## src/design/systolicPkg.sv

```systemverilog
package systolicPkg;

    // Array geometry
    localparam int Rows = 4;
    localparam int Cols = 8;
    localparam int InnerLen = 8;
    localparam int NumTiles = 2;

    // Residue arithmetic
    localparam int DataWidth = 14;
    localparam int Modulus = 12289;
    localparam int MulDelay = 4;

    // Last operand step until the far corner cell holds its final sum
    localparam int DrainCycles = Rows + Cols + MulDelay + 2;

    // Barrett reduction constants for products below 2^(2*DataWidth)
    localparam int BarrettShift = 2 * DataWidth;
    localparam int BarrettFactor = (1 << BarrettShift) / Modulus;

    typedef logic [DataWidth-1:0] residueT;
    typedef logic [2:0] kIdxT;
    typedef logic [0:0] tileIdxT;
    typedef logic [1:0] rowIdxT;

    typedef enum logic [1:0] {
        Idle,
        Feed,
        Drain,
        Capture
    } seqStateT;

endpackage

```

## src/design/outPingPong.sv

```systemverilog
`timescale 1ns/100ps

module outPingPong (
    input  logic                                                                clk,
    input  logic                                                                capture,
    input  logic                                                                captureBank,
    input  systolicPkg::residueT [systolicPkg::Rows-1:0][systolicPkg::Cols-1:0] sums,
    input  logic                                                                readBank,
    input  systolicPkg::rowIdxT                                                 readAddr,
    output systolicPkg::residueT [systolicPkg::Cols-1:0]                        outRow
);

    // Whole result tile per bank
    systolicPkg::residueT [systolicPkg::Rows-1:0][systolicPkg::Cols-1:0] bank [2];

    always_ff @(posedge clk) begin
        if (capture) begin
            bank[captureBank] <= sums;
        end
    end

    always_ff @(posedge clk) begin
        outRow <= bank[readBank][readAddr];
    end

endmodule

```

## config.mk

```make
export PLATFORM = sky130hd
export DESIGN_NAME = outPingPong
export DESIGN_NICKNAME = d
export VERILOG_FILES = /design/src/design/systolicPkg.sv /design/src/design/outPingPong.sv
export SDC_FILE = /design/constraint.sdc
export NUM_CORES = 1
export LEC_CHECK = 0
export ABC_AREA = 1
export ABC_CLOCK_PERIOD_IN_PS = 23000
export BUFFER_PORTS_ARGS = -buffer_cell sky130_fd_sc_hd__buf_4
export CORE_MARGIN = 2
export CORE_UTILIZATION = 52
export CTS_CLUSTER_SIZE = 16
export DETAILED_ROUTE_END_ITERATION = 10
export PLACE_DENSITY = 0.79
export SYNTH_ARGS = -nofsm -noshare
export SYNTH_HDL_FRONTEND = slang
export SYNTH_SLANG_ARGS = --single-unit
```

## constraint.sdc

```tcl
create_clock -name clk -period 23 [get_ports clk]
set_clock_uncertainty 0.1 [all_clocks]
set_input_delay 3.45 -clock clk [delete_from_list [all_inputs] [get_ports clk]]
set_output_delay 3.45 -clock clk [all_outputs]
set_load 0.05 [all_outputs]
```

==> results.md <==
* Outcome: finished, final reports clean
* Tmin final at around 7500 ps
* Post-synthesis cell count at 3,988
* Worst vdd ir at approximately 0.067 mV
* Leak Pwr at ~0.023 uW
* Hold Buf Count CTS at 0
* Clock share of power at 38.8%
* PostCTS Resize Cnt at 0
* Clk pin slew, worst setup/hold paths at 60 ps
* Fin cells at roughly 5,700
* Initial antenna violation count at 27
* Startpoint types: primary input
* GR Overflow Total at 0
* Max Fclk at 133 MHz
* Net Sw Frac at 23.6%
* # port buffers at roughly 570
* Synthesized cell area at a little over 40,000 um^2
* Synth cell types at 13
* Total track usage at a little under a quarter
* Wirelength, routed at 98.4 mm
* Tightest Pin Transition at 1200 ps
* DIE AREA at between 80,000 and 90,000 um^2
* Detailed placement HPWL at around 60 mm
* Share of layout cells above drive strength 1 at 16.2%
* RSZ-0062 raised after global routing: false
* #FFs+latches synth at between 1,000 and 1,500
* Core Area at 78,700 um^2
* Fillers at between 5,000 and 6,000
* Vias per cell at 4.93
* Die Ht at 286 um
* Slew Limit Fails at 0
* Number of global-route vias before repair at 28,126
* Routed via count at 27,956
* Final hold viol count at 0
* Cell Chain, Critical Path: buf_4, nor2_4, buf_4, buf_4, buf_4, buf_4
* CP dominant cell by count: buf_4
* Clk root buf: clkbuf_16
* Clk buf depth at 3
* Slew headroom at approximately 20%
* Routability Congestion at about 0.84
* Drt wl/cell at ~17 um
* H-tree depth at 3
* Num ports at 566
* P_sw at roughly 1000 uW
* Syn_nets at 4,442
* Fin Setup TNS at 0 ps
* CTS tree: yes
* Sequential Power Share at 50.8%
* Post-CTS setup buffer count at 0
* 1st-pass router iterations at 5
* Period Utilization, post-route at 32.6%
* Area growth, synth to finish at 19.9%
* Critical Path Sink Type: flop
* Setup violators final at 0
* Pint at 3270 uW
* Worst min path class: reg2reg
* TritonCTS Sinks at roughly 1,000
* Max-cap violations at 0
* Max stage delay on crit path at between 900 and 1000 ps
* Row cnt at 103
* Chip width at ~290 um
* Worst path slowest cell: buf_4
* Synth Warn # at 0
* Cts bufs inserted at 102
* First-pass GRT wire length at 149 mm
* Crit path DAT at 7670 ps
* Placed Cells at 5,456
* Worst setup path category: in2reg
* Worst endpoint required time at ~23,000 ps
* Largest net degree at the start of global routing at ~160
* DRC at 0
* Seq/Total Area, Yosys at a little over two thirds
* Initial drt markers at 1,899
* Post-layout nets at 4,964
* Antenna Violating Nets Remaining at 0
* Syn_area_per_cell at 10.4 um^2
* Worst-Skew Late Latency at ~650 ps
* Pwr/cell area at 86.5 nW/um^2
* Initial Util at 52.4%
* CP max FO at 74
* Gate power share at around a tenth
==> kinds of logic after synthesis <==
group         share of synthesized area (%)
buf+inv                                10.7
flops                                  70.6
simple gates                           18.7
==> worst max-delay path, delay by kind of cell <==
family	cells	cell delay, ps
simple gates	1	760
buf+inv	5	3210
==> layout make-up <==
class,count,area (um^2),share of cell area (%)
multi-input combinational,1906,7720,15.6
antenna,21,52.6,0.106
sequential,1008,29100,58.9
tap,1050,1310,2.65
timing repair buffer,591,4460,9.01
clock buffer,144,2870,5.80
inverter,901,3420,6.90
clock inverter,45,534,1.08
==> state kept, by name, indices dropped and copies added (netlist names) <==
register and flops:
outRow 112, bank 896
==> synth_stat cells <==
cell      count  area [um^2]
nand2_1    1457         5470
inv_1       899         3370
edfxtp_1    896        26900
nand3_1     448         2240
dfxtp_1     112         2240
buf_2        96          480
buf_4        40          300
buf_6        15          169
clkbuf_1     14         52.6
buf_1         7         26.3
inv_4         2         12.5
buf_8         1         15.0
nor2_1        1         3.75
==> cell usage in the layout (no fill, tap or decap) <==
cell and n:
bufinv_16 10, diode_2 21, buf_4 588, inv_6 1
dfxtp_1 112, nor2_4 1, nand2_1 1457, buf_12 1
inv_16 4, nand3_1 448, inv_1 897, inv_8 2
clkbuf_8 13, clkinvlp_4 1, clkbuf_16 104, edfxtp_1 896
buf_8 1, clkbuf_1 28, inv_4 1, clkinv_16 1
clkinv_1 14, clkinv_2 15
==> per-stage QoR <==
stage / utilization (%) / setup slack (ps) / power (uW) / hold slack, ps / instance area [um^2]
finish: 62.9 / 15490 / 4280 / 517 / 49500
global route: 62.9 / 15310 / 4430 / 570 / 49500
global placement: 58.5 / 14860 / 2640 / 500 / 46100
floorplan: - / 7260 / 2510 / 487 / 41300
detailed placement: 58.5 / 14880 / 2660 / 517 / 46100
CTS: 62.8 / 15570 / 4310 / 521 / 49500
==> worst paths after layout <==
kind                     start           end  slack, ps  depth (start not counted)
hold reg to reg   bank[0][330]   outRow[106]        520                          6
setup reg to reg  bank[1][426]    outRow[90]      21850                          6
hold / removal    bank[0][330]   outRow[106]        520                          6
setup / recovery   captureBank  bank[0][219]      15490                          6
==> routing by layer <==
| layer | part of all wire (%) | global-route usage, % |
|---|---|---|
| met2 | 51 | 41.4 |
| met4 | 4.8 | 12.0 |
| met5 | 0.066 | 0 |
| met1 | 37 | 27.9 |
| met3 | 6.8 | 4.26 |
==> power groups by stage <==
stage	sequential [uW]	combinational (uW)	clock [uW]
floorplan	2310	194	0
global placement	2210	431	0
detailed placement	2210	444	0
CTS	2180	448	1680
global route	2190	489	1760
finish	2180	446	1660
Power figures use the tool's default switching activity.
