<file path="config.mk">
export PLATFORM = sky130hd
export DESIGN_NAME = aPingPong
export DESIGN_NICKNAME = d
export VERILOG_FILES = /design/src/design/systolicPkg.sv /design/src/design/aPingPong.sv
export SDC_FILE = /design/constraint.sdc
export NUM_CORES = 1
export LEC_CHECK = 0
export BUFFER_PORTS_ARGS = -buffer_cell sky130_fd_sc_hd__buf_2
export CAP_MARGIN = 20
export CORE_AREA = 2 2 291 350
export CTS_CLUSTER_SIZE = 30
export DETAILED_ROUTE_END_ITERATION = 10
export DIE_AREA = 0 0 293 352
export PLACE_DENSITY_LB_ADDON = 0.25
export SKIP_CTS_REPAIR_TIMING = 1
export SYNTH_ARGS = -nofsm -noshare
export SYNTH_HDL_FRONTEND = slang
export SYNTH_SLANG_ARGS = --single-unit
</file>
<file path="constraint.sdc">
create_clock -name clk -period 8.36 [get_ports clk]
set_clock_uncertainty 0.2 [all_clocks]
set_input_delay 0.836 -clock clk [delete_from_list [all_inputs] [get_ports clk]]
set_output_delay 0.836 -clock clk [all_outputs]
set_load 0.05 [all_outputs]
</file>
<file path="src/design/systolicPkg.sv">
package systolicPkg;

    // Array geometry
    localparam int Rows = 4;
    localparam int Cols = 8;
    localparam int InnerLen = 8;
    localparam int NumTiles = 2;

    // Residue arithmetic
    localparam int DataWidth = 14;
    localparam int Modulus = 12289;
    localparam int MulDelay = 4;

    // Last operand step until the far corner cell holds its final sum
    localparam int DrainCycles = Rows + Cols + MulDelay + 2;

    // Barrett reduction constants for products below 2^(2*DataWidth)
    localparam int BarrettShift = 2 * DataWidth;
    localparam int BarrettFactor = (1 << BarrettShift) / Modulus;

    typedef logic [DataWidth-1:0] residueT;
    typedef logic [2:0] kIdxT;
    typedef logic [0:0] tileIdxT;
    typedef logic [1:0] rowIdxT;

    typedef enum logic [1:0] {
        Idle,
        Feed,
        Drain,
        Capture
    } seqStateT;

endpackage

</file>
<file path="src/design/aPingPong.sv">
`timescale 1ns/100ps

module aPingPong (
    input  logic                                         clk,
    input  logic                                         writeEn,
    input  logic                                         writeBank,
    input  systolicPkg::kIdxT                            writeAddr,
    input  systolicPkg::residueT [systolicPkg::Rows-1:0] writeData,
    input  logic                                         readBank,
    input  systolicPkg::kIdxT                            readAddr,
    output systolicPkg::residueT [systolicPkg::Rows-1:0] readData
);

    // One A column per word, two banks
    systolicPkg::residueT [systolicPkg::Rows-1:0] mem [2][systolicPkg::InnerLen];
    logic writeInRange;

    always_ff @(posedge clk) begin
        if (writeEn) begin
            mem[writeBank][writeAddr] <= writeData;
        end
    end

    always_ff @(posedge clk) begin
        readData <= mem[readBank][readAddr];
    end

    always_comb begin
        writeInRange = 1'b1;
        for (int r = 0; r < systolicPkg::Rows; r++) begin
            if (writeData[r] >= systolicPkg::residueT'(systolicPkg::Modulus)) begin
                writeInRange = 1'b0;
            end
        end
    end

    // Host must only store reduced residues
    assert property (@(posedge clk) writeEn |-> writeInRange)
        else $error("aPingPong write of a residue not below the modulus");

endmodule

</file>
==> metrics.json <==
{
  "filler_cell_count": 8633,
  "ys.warnings.count": 0,
  "final_min_period_over_clock_period_pct": 36.3,
  "r2r_end": "readData[0]",
  "gp_routability_congestion": 0.690,
  "setup_crit_start_kind": "input pin",
  "cts.htree.levels": 3,
  "final-max-slew-violation-count": 0,
  "number_of_routed_nets_with_antenna_violations": 0,
  "hp-class": "in -> reg",
  "cts_buffers": 92,
  "drtPass1Iterations": 5,
  "dieArea_um2": 103000,
  "ys_async_sr_fraction_pct": 0,
  "hold-path-endpoint": "mem[1][195]",
  "timing.critical_path.to_type": "flip-flop",
  "setup_slack_placement_ns": 4.55,
  "synth_nets": 1516,
  "r2r_start": "mem[0][336]",
  "multi_input_area_um2": 6370,
  "initial_utilization_pct": 34.8,
  "ff_latch_area_um2": 28000,
  "hp-start": "writeData[27]",
  "yosys.cell_types.count": 17,
  "rows": 127,
  "run_status": "finished clean",
  "post_route_cells_drive_above_1_share_pct": 31.4,
  "final-setup-viol-count": 0,
  "ctsRootBufferMaster": "sky130_fd_sc_hd__clkbuf_16",
  "fin_ws_ns": 5.33,
  "synth_cells": 1450,
  "floorplan.die.width_um": 293,
  "dieHeight_um": 352,
  "timing.hold.worst_path_depth": 1,
  "route.detailed.wl_per_inst_um": 27.0,
  "ir_worst_vdd_uv": 134,
  "numClockSinks": 952,
  "fmax_mhz": 330,
  "r2r_cells": 3,
  "worstPathArrival_ns": 3.36,
  "drtIter0Drc": 1407,
  "pwr_density_cell_nw_per_um2": 249,
  "worst_skew_pair.late_latency_ns": 0.65,
  "total_of_flip_flops_plus_latches_after_synthesis": 952,
  "final_hold_viol_count": 0,
  "vias_in_the_first_global_route": 16811,
  "synth_area_um2": 34700,
  "drt_wl_total_mm": 80.9,
  "avg_cell_area_syn_um2": 23.9,
  "core_area_um2": 99600,
  "critical_path_required_ns": 8.68,
  "cts_tree": "built",
  "grt_first_pass_wirelength_mm": 117,
  "route.vias.total": 15617,
  "synth-edff-count": 896,
  "overall_routing_resource_usage_pct": 15.7,
  "io_pins": 122,
  "worst_setup_hold_path_clk_slew_ns": 0.06,
  "place_hpwl_mm": 38.4,
  "r2r_setup_slack_ns": 6.82,
  "grt_setup_unrepaired": "false",
  "route.detailed.vias_per_inst": 5.21,
  "synth_seq_area_share_pct": 80.8,
  "fin_nets": 1694,
  "finalCriticalPeriod_ns": 3.03,
  "grt_antenna_before_repair": 12,
  "static_leakage_uw": 0.0126,
  "timing.max_slew.rel_slack_pct": 22.9,
  "dominantRegCellSynth": "sky130_fd_sc_hd__edfxtp_1",
  "timing.setup.tns_ns": 0,
  "grt-ovfl-total": 0,
  "clk_path_buf_depth": 3,
  "port_buffers": 121,
  "drv_cap": 0,
  "critical_path_peak_fanout": 74,
  "grt_max_degree": 113,
  "area_growth_pct": 14.8,
  "worstMarginPinSlew_ns": 1.16,
  "worstSetupPathType": "in -> reg",
  "drc_violation_count_after_routing": 0,
  "power_uw": 9940
}
==> cells by family after synthesis <==
group,share of synthesized area (%)
DFF,80.8
muxes,14.5
AOI/OAI and AO/OA,2.42
and+or+nand+nor,1.03
buffers and inverters,1.24
==> where the power goes <==
group	switching [uW]	internal [uW]	total, uW
combinational	376	185	561
clock	1740	2260	4000
sequential	38.8	5340	5370
==> placed cells by master, fill, tap and decap left out, drive strengths merged, types with 4 or more instances in the layout <==
cell type,netlist,routed
nand2,60,60
clkbuf,42,127
clkinv,0,35
nor2,7,7
bufinv,0,4
a22oi,112,112
mux4,224,224
edfxtp,896,896
dfxtp,56,56
nor3,8,8
buf,34,160
==> per-stage QoR <==
step           hold WS [ns]  util, %  cell area, um2  std cells
4_1_cts               0.316     40.0           39800       2995
2_1_floorplan         0.435        -           34700       1450
5_1_grt               0.350     40.0           39800       2995
3_5_place_dp          0.455     37.1           36900       2824
3_3_place_gp          0.448     37.1           36900       2824
6_report              0.359     40.0           39800       2998
==> sequential cells by signal (all words and copies together) (netlist names) <==
register,flops
readData,56
mem,896
==> cells in the mapped netlist, types with 3 or more instances <==
library cell / count / area [um2]
sky130_fd_sc_hd__edfxtp_1: 896 / 26900
sky130_fd_sc_hd__mux4_2: 224 / 5040
sky130_fd_sc_hd__a22oi_1: 112 / 841
sky130_fd_sc_hd__nand2_1: 60 / 225
sky130_fd_sc_hd__dfxtp_1: 56 / 1120
sky130_fd_sc_hd__clkbuf_1: 42 / 158
sky130_fd_sc_hd__buf_6: 15 / 169
sky130_fd_sc_hd__buf_2: 10 / 50.1
sky130_fd_sc_hd__nor3_1: 8 / 40.0
sky130_fd_sc_hd__nor2_1: 7 / 26.3
sky130_fd_sc_hd__buf_4: 5 / 37.5
sky130_fd_sc_hd__buf_1: 4 / 15.0
sky130_fd_sc_hd__nand2b_1: 3 / 18.8
sky130_fd_sc_hd__nor2b_1: 3 / 18.8
==> how the worst max path moves through the flow <==
stage                     slack [ns]  cells past startpoint      endpoint    startpoint
after CTS                       5.24                      5  readData[50]      readBank
after detailed placement        4.55                      5  readData[44]      readBank
after global routing            5.02                      5  readData[52]      readBank
after floorplan                 1.13                      2   mem[0][392]  writeAddr[2]
final                           5.33                      5  readData[44]      readBank
after global placement          4.57                      5  readData[50]      readBank
==> layout make-up <==
class,count,share of cell area (%)
well taps,1290,4.05
clock inverters,44,0.864
multi-input cells,422,16.0
clock buffers,127,6.41
diodes,3,0.0188
repair buffers,160,2.34
flip-flops and latches,952,70.3
==> routing by layer <==
metal / vias up / GRT usage (%) / share of wire (%)
li1: 6573 / - / -
met1: 8532 / 20.7 / 42
met2: 398 / 26.8 / 50
met3: 104 / 2.84 / 5.4
met4: 10 / 4.41 / 1.8
met5: - / 0 / 0.074
==> worst max-delay path, cell delays in order <==
cell	delay [ns]
sky130_fd_sc_hd__buf_8	0.61
sky130_fd_sc_hd__buf_4	0.86
sky130_fd_sc_hd__mux4_2	0.60
sky130_fd_sc_hd__a22oi_1	0.20
sky130_fd_sc_hd__nand2_1	0.09
Power figures use the tool's default switching activity.
