### src/design/systolicPkg.sv
package systolicPkg;

    // Array geometry
    localparam int Rows = 4;
    localparam int Cols = 8;
    localparam int InnerLen = 8;
    localparam int NumTiles = 2;

    // Residue arithmetic
    localparam int DataWidth = 14;
    localparam int Modulus = 12289;
    localparam int MulDelay = 4;

    // Last operand step until the far corner cell holds its final sum
    localparam int DrainCycles = Rows + Cols + MulDelay + 2;

    // Barrett reduction constants for products below 2^(2*DataWidth)
    localparam int BarrettShift = 2 * DataWidth;
    localparam int BarrettFactor = (1 << BarrettShift) / Modulus;

    typedef logic [DataWidth-1:0] residueT;
    typedef logic [2:0] kIdxT;
    typedef logic [0:0] tileIdxT;
    typedef logic [1:0] rowIdxT;

    typedef enum logic [1:0] {
        Idle,
        Feed,
        Drain,
        Capture
    } seqStateT;

endpackage

### src/design/operandIf.sv
`timescale 1ns/100ps

interface operandIf;

    systolicPkg::residueT [systolicPkg::Rows-1:0] aCol;
    systolicPkg::residueT [systolicPkg::Cols-1:0] bRow;
    logic opValid;
    // Step 0 of a tile, restarts the accumulators
    logic opFirst;

    modport seq (
        output aCol, bRow, opValid, opFirst
    );

    modport array (
        input aCol, bRow, opValid, opFirst
    );

endinterface

### src/design/tileSequencer.sv
`timescale 1ns/100ps

module tileSequencer (
    input  logic                                         clk,
    input  logic                                         srstn,
    input  logic                                         start,
    input  systolicPkg::tileIdxT                         tileSel,
    input  logic                                         aWriteBank,
    input  logic                                         outBank,
    input  systolicPkg::residueT [systolicPkg::Rows-1:0] aData,
    input  systolicPkg::residueT [systolicPkg::Cols-1:0] bData,
    output logic                                         aReadBank,
    output systolicPkg::kIdxT                            aReadAddr,
    output systolicPkg::tileIdxT                         romTile,
    output systolicPkg::kIdxT                            romRow,
    output logic                                         capture,
    output logic                                         captureBank,
    output logic                                         busy,
    output logic                                         done,
    operandIf.seq                                        ops
);

    systolicPkg::seqStateT state;
    systolicPkg::kIdxT kIdx;
    logic [$clog2(systolicPkg::DrainCycles)-1:0] drainCnt;
    logic issue;

    assign issue = (state == systolicPkg::Feed);

    always_ff @(posedge clk) begin
        if (!srstn) begin
            state <= systolicPkg::Idle;
            kIdx <= '0;
            drainCnt <= '0;
            aReadBank <= 1'b0;
            romTile <= '0;
            captureBank <= 1'b0;
        end else begin
            case (state)
                systolicPkg::Idle: begin
                    // Compute from the bank the host is not writing
                    if (start) begin
                        aReadBank <= ~aWriteBank;
                        romTile <= tileSel;
                        captureBank <= outBank;
                        kIdx <= '0;
                        state <= systolicPkg::Feed;
                    end
                end
                systolicPkg::Feed: begin
                    kIdx <= kIdx + 1'b1;
                    if (kIdx == systolicPkg::kIdxT'(systolicPkg::InnerLen - 1)) begin
                        drainCnt <= '0;
                        state <= systolicPkg::Drain;
                    end
                end
                systolicPkg::Drain: begin
                    drainCnt <= drainCnt + 1'b1;
                    if (drainCnt == $bits(drainCnt)'(systolicPkg::DrainCycles - 1)) begin
                        state <= systolicPkg::Capture;
                    end
                end
                default: begin
                    state <= systolicPkg::Idle;
                end
            endcase
        end
    end

    // Memories answer one cycle after the address, so the flags wait one cycle
    always_ff @(posedge clk) begin
        if (!srstn) begin
            ops.opValid <= 1'b0;
            ops.opFirst <= 1'b0;
            done <= 1'b0;
        end else begin
            ops.opValid <= issue;
            ops.opFirst <= issue && (kIdx == '0);
            done <= capture;
        end
    end

    assign ops.aCol = aData;
    assign ops.bRow = bData;
    assign aReadAddr = kIdx;
    assign romRow = kIdx;
    assign capture = (state == systolicPkg::Capture);
    assign busy = (state != systolicPkg::Idle);

    assert property (@(posedge clk) disable iff (!srstn) done |=> !done)
        else $error("done held for more than one cycle");

    assert property (@(posedge clk) disable iff (!srstn) capture |-> busy ##1 (done && !busy))
        else $error("capture outside a run or not followed by done");

endmodule

### src/flat_wrapper.sv
// flat-port wrapper written by rule: the top's interface ports become plain ports
module tileSequencer_flat 
  (clk, srstn, start, tileSel, aWriteBank, outBank, aData, bData, aReadBank, aReadAddr, romTile, romRow, capture, captureBank, busy, done, ops_aCol, ops_bRow, ops_opValid, ops_opFirst);
  operandIf ops_i ();
  input  logic clk;
  input  logic srstn;
  input  logic start;
  input  systolicPkg::tileIdxT tileSel;
  input  logic aWriteBank;
  input  logic outBank;
  input  systolicPkg::residueT [systolicPkg::Rows-1:0] aData;
  input  systolicPkg::residueT [systolicPkg::Cols-1:0] bData;
  output logic aReadBank;
  output systolicPkg::kIdxT aReadAddr;
  output systolicPkg::tileIdxT romTile;
  output systolicPkg::kIdxT romRow;
  output logic capture;
  output logic captureBank;
  output logic busy;
  output logic done;
  output wire logic [$bits(ops_i.aCol)-1:0] ops_aCol;
  output wire logic [$bits(ops_i.bRow)-1:0] ops_bRow;
  output wire logic [$bits(ops_i.opValid)-1:0] ops_opValid;
  output wire logic [$bits(ops_i.opFirst)-1:0] ops_opFirst;
  assign ops_aCol = ops_i.aCol;
  assign ops_bRow = ops_i.bRow;
  assign ops_opValid = ops_i.opValid;
  assign ops_opFirst = ops_i.opFirst;
  tileSequencer u_core (.clk(clk), .srstn(srstn), .start(start), .tileSel(tileSel), .aWriteBank(aWriteBank), .outBank(outBank), .aData(aData), .bData(bData), .aReadBank(aReadBank), .aReadAddr(aReadAddr), .romTile(romTile), .romRow(romRow), .capture(capture), .captureBank(captureBank), .busy(busy), .done(done), .ops(ops_i));
endmodule
### config.mk
export PLATFORM = sky130hd
export DESIGN_NAME = tileSequencer_flat
export DESIGN_NICKNAME = d
export VERILOG_FILES = /design/src/design/systolicPkg.sv /design/src/design/operandIf.sv /design/src/design/tileSequencer.sv /design/src/flat_wrapper.sv
export SDC_FILE = /design/constraint.sdc
export NUM_CORES = 1
export LEC_CHECK = 0
export BUFFER_PORTS_ARGS = -buffer_cell sky130_fd_sc_hd__buf_4
export CAP_MARGIN = 20
export CELL_PAD_IN_SITES_DETAIL_PLACEMENT = 0
export CELL_PAD_IN_SITES_GLOBAL_PLACEMENT = 1
export CORE_AREA = 2 2 137 139
export DETAILED_ROUTE_END_ITERATION = 8
export DIE_AREA = 0 0 139 141
export PLACE_DENSITY = 0.77
export SLEW_MARGIN = 10
export SYNTH_ARGS = -nofsm -noshare
export SYNTH_HDL_FRONTEND = slang
export SYNTH_SLANG_ARGS = --single-unit
### constraint.sdc
create_clock -name clk -period 1.61 [get_ports clk]
set_input_delay 0.161 -clock clk [delete_from_list [all_inputs] [get_ports clk]]
set_output_delay 0.161 -clock clk [all_outputs]
set_load 0.02 [all_outputs]
==> run_results.csv <==
group,metric,value,unit
logic_synthesis,synthesis.nets,443,
setup_path,crit_slowest_cell,"or4_1",
cts,cts_buffers,3,
die,core,0.0183,mm²
routing,drcViolationCount,0,
setup_path,worst_ep_required_time,1.79,ns
global_route,grt_max_degree,10,
die,die-width,139,µm
global_route,grt_pass1_vias,982,
setup_path,critical_path_buf_inv_count,1,
routing,wire_per_inst,16.6,µm
power,p_leak,0.498,nW
layout,fin_nets,299,
placed_design,portBuffers,19,
logic_synthesis,ys_top_cells_by_area,"buf_4 61%, dfxtp_1 15%, ha_1 6.0%",
setup_path,crit_fanout,7,
cts,cts_resized,0,
layout,syn_to_final_growth,-35.0,%
routing,vias,940,
die,top_level_ports,356,
routing,totalWireLength,5.78,mm
timing,grt_setup_unrepaired,"no",
run,maxCapViolCount,0,
die,start_util,11.4,%
power,ir_worst_vdd,315,µV
timing,skew,0.00103,ns
setup_path,cpPeakStageDelay,0.48,ns
layout,layout_commonest_cell,"buf_4",
timing,setup_viol,0,
routing,drt-initial-drc-count,32,
routing,ant_nets,0,
logic_synthesis,ys_warn_count,0,
timing,slew_headroom,74.1,%
logic_synthesis,synth_area,0.00209,mm²
layout,final_core_util,7.44,%
die,core.rowCount,50,
cts,path_clk_slew,0.05,ns
layout,mostFrequentLayoutCells,"24 x buf_4, 13 x dfxtp_1, 11 x nand2_1",
global_route,grt_use_total,5.55,%
routing,viasPerCell,2.70,
timing,setup_tns,0,ns
cts,clkLatencyLatePin,0.25,ns
timing,fmax,0.653,GHz
setup_path,critPathKind,"flip-flop to flip-flop",
logic_synthesis,yosysTopAreaCell,"buf_4",
global_route,grt_overflow,0,
setup_path,crit_chain,"inv_1 -> ha_1 -> mux2i_2 -> or4_1 -> a21oi_1",
layout,drive_above_1_share,30.7,%
logic_synthesis,syn_area_per_cell,8.07,µm²
cts,post_cts_buffers,0,
global_route,grt_pass1_wl,7.56,mm
timing,hold_viol_final,0,
timing,period_share,95.1,%
cts,ctsLongestPathBuffers,2,
logic_synthesis,synthCells,259,
cts,clkSinkCount,16,
setup_path,end_kind,"flip-flop",
die,die_h,141,µm
placed_design,detailed_place_hpwl,4.96,mm
timing,tightestPinTransition,0.384,ns
routing,dr.pass1.iters,4,
power,total_power,0.00176,W
cts,hold_buffers,0,
layout,diodes,0,
setup_path,path_delay_family,"simple AND/OR/NAND/NOR gates",
timing,slew_violations,0,
global_route,antenna_found_initial,1,
setup_path,cp-start-kind,"flip-flop",
power,powerDensity,1300,mW/mm²
placed_design,gp_congestion,0.648,
setup_path,worstPathArrival,1.71,ns
timing,fin_crit,1.53,ns
run_status,status,"finished clean",
cts,cts_root_buffer,"clkbuf_16",
logic_synthesis,yosysUniqueCellTypes,28,
logic_synthesis,synth_top_area_share,61.4,%
worst_hold_path,hp-class,"primary input to flip-flop",
cts,cts_tree,"yes",
logic_synthesis,ys_ff_latch,16,
die,die-area,0.0196,mm²
logic_synthesis,yosysSeqAreaShare,15.3,%
cts,h-tree-depth,1,
[synth_stat cells]
master	count
buf_6	1
a211o_1	1
nand3b_1	1
or2b_1	1
a21oi_1	8
nor2_1	3
o21ai_0	2
nand2b_1	1
dfxtp_1	16
clkinv_1	1
ha_1	10
mux2i_1	3
buf_4	171
and2_2	1
and3b_1	1
nor4bb_1	1
and2_1	1
o31ai_1	2
o211ai_1	1
or3_2	1
nand3_1	3
a311oi_1	1
clkbuf_1	1
mux2i_2	1
or4_1	2
inv_1	10
nand2_1	11
a32oi_1	3
[area by class of cell]
class	count	area (µm²)
Inverter	11	41.3
Tap cell	234	293
Fill cell	2157	16900
Timing Repair Buffer	24	180
Clock buffer	4	88.8
Sequential cell	16	324
Multi-Input combinational cell	59	432
[final timing paths]
kind | start | to | slack [ns] | depth (start not counted)
worst max-delay path | u_core.state[1] | u_core.drainCnt[4] | 0.08 | 5
worst min-delay path | aWriteBank | u_core.aReadBank | 0.11 | 2
worst max register to register | u_core.state[1] | u_core.drainCnt[4] | 0.08 | 5
worst min register to register | u_core.captureBank | u_core.captureBank | 0.46 | 2
[layer usage]
metal | vias up | GRT usage, % | part of all wire, %
li1 | 356 | - | -
met1 | 361 | 2.73 | 17
met2 | 142 | 8.27 | 45
met3 | 79 | 7.13 | 28
met4 | 2 | 5.95 | 9.4
met5 | - | 0 | 0.22
[metrics by stage]
stage          std cells  hold slack, ns  setup WS (ns)  instance area, µm²
5_1_grt              348           0.102         0.0150                1360
2_1_floorplan        259           0.276         0.0307                2090
6_report             348           0.107         0.0794                1360
4_1_cts              348           0.102         0.0221                1360
3_5_place_dp         344           0.322         0.0313                1270
3_3_place_gp         344           0.322         0.0589                1270
[cells by family after synthesis]
family                   Yosys count  share of synthesized area [%]
AO/OA/AOI/OAI                     18                           5.57
adder cells (fa/ha/maj)           10                           5.99
buffers and inverters            184                           64.1
flip-flops                        16                           15.3
multiplexers                       4                           2.10
AND/OR/NAND/NOR                   27                           6.89
[state kept, by name (all words and copies together) (netlist names)]
signal	count
u_core.aReadAddr	3
u_core.aReadBank	1
u_core.romTile	1
u_core.done	1
u_core.drainCnt	5
u_core.state	2
u_core.captureBank	1
u_core.ops.opValid	1
u_core.ops.opFirst	1
[report_power, final]
group	leakage, nW	total, W	internal, W	switching (W)
clock	0.0442	0.000550	0.000378	0.000172
combinational	0.322	0.000689	0.000308	0.000380
sequential	0.132	0.000523	0.000469	0.0000544
total	0.498	0.00176	0.00116	0.000607
Power figures use the tool's default switching activity.
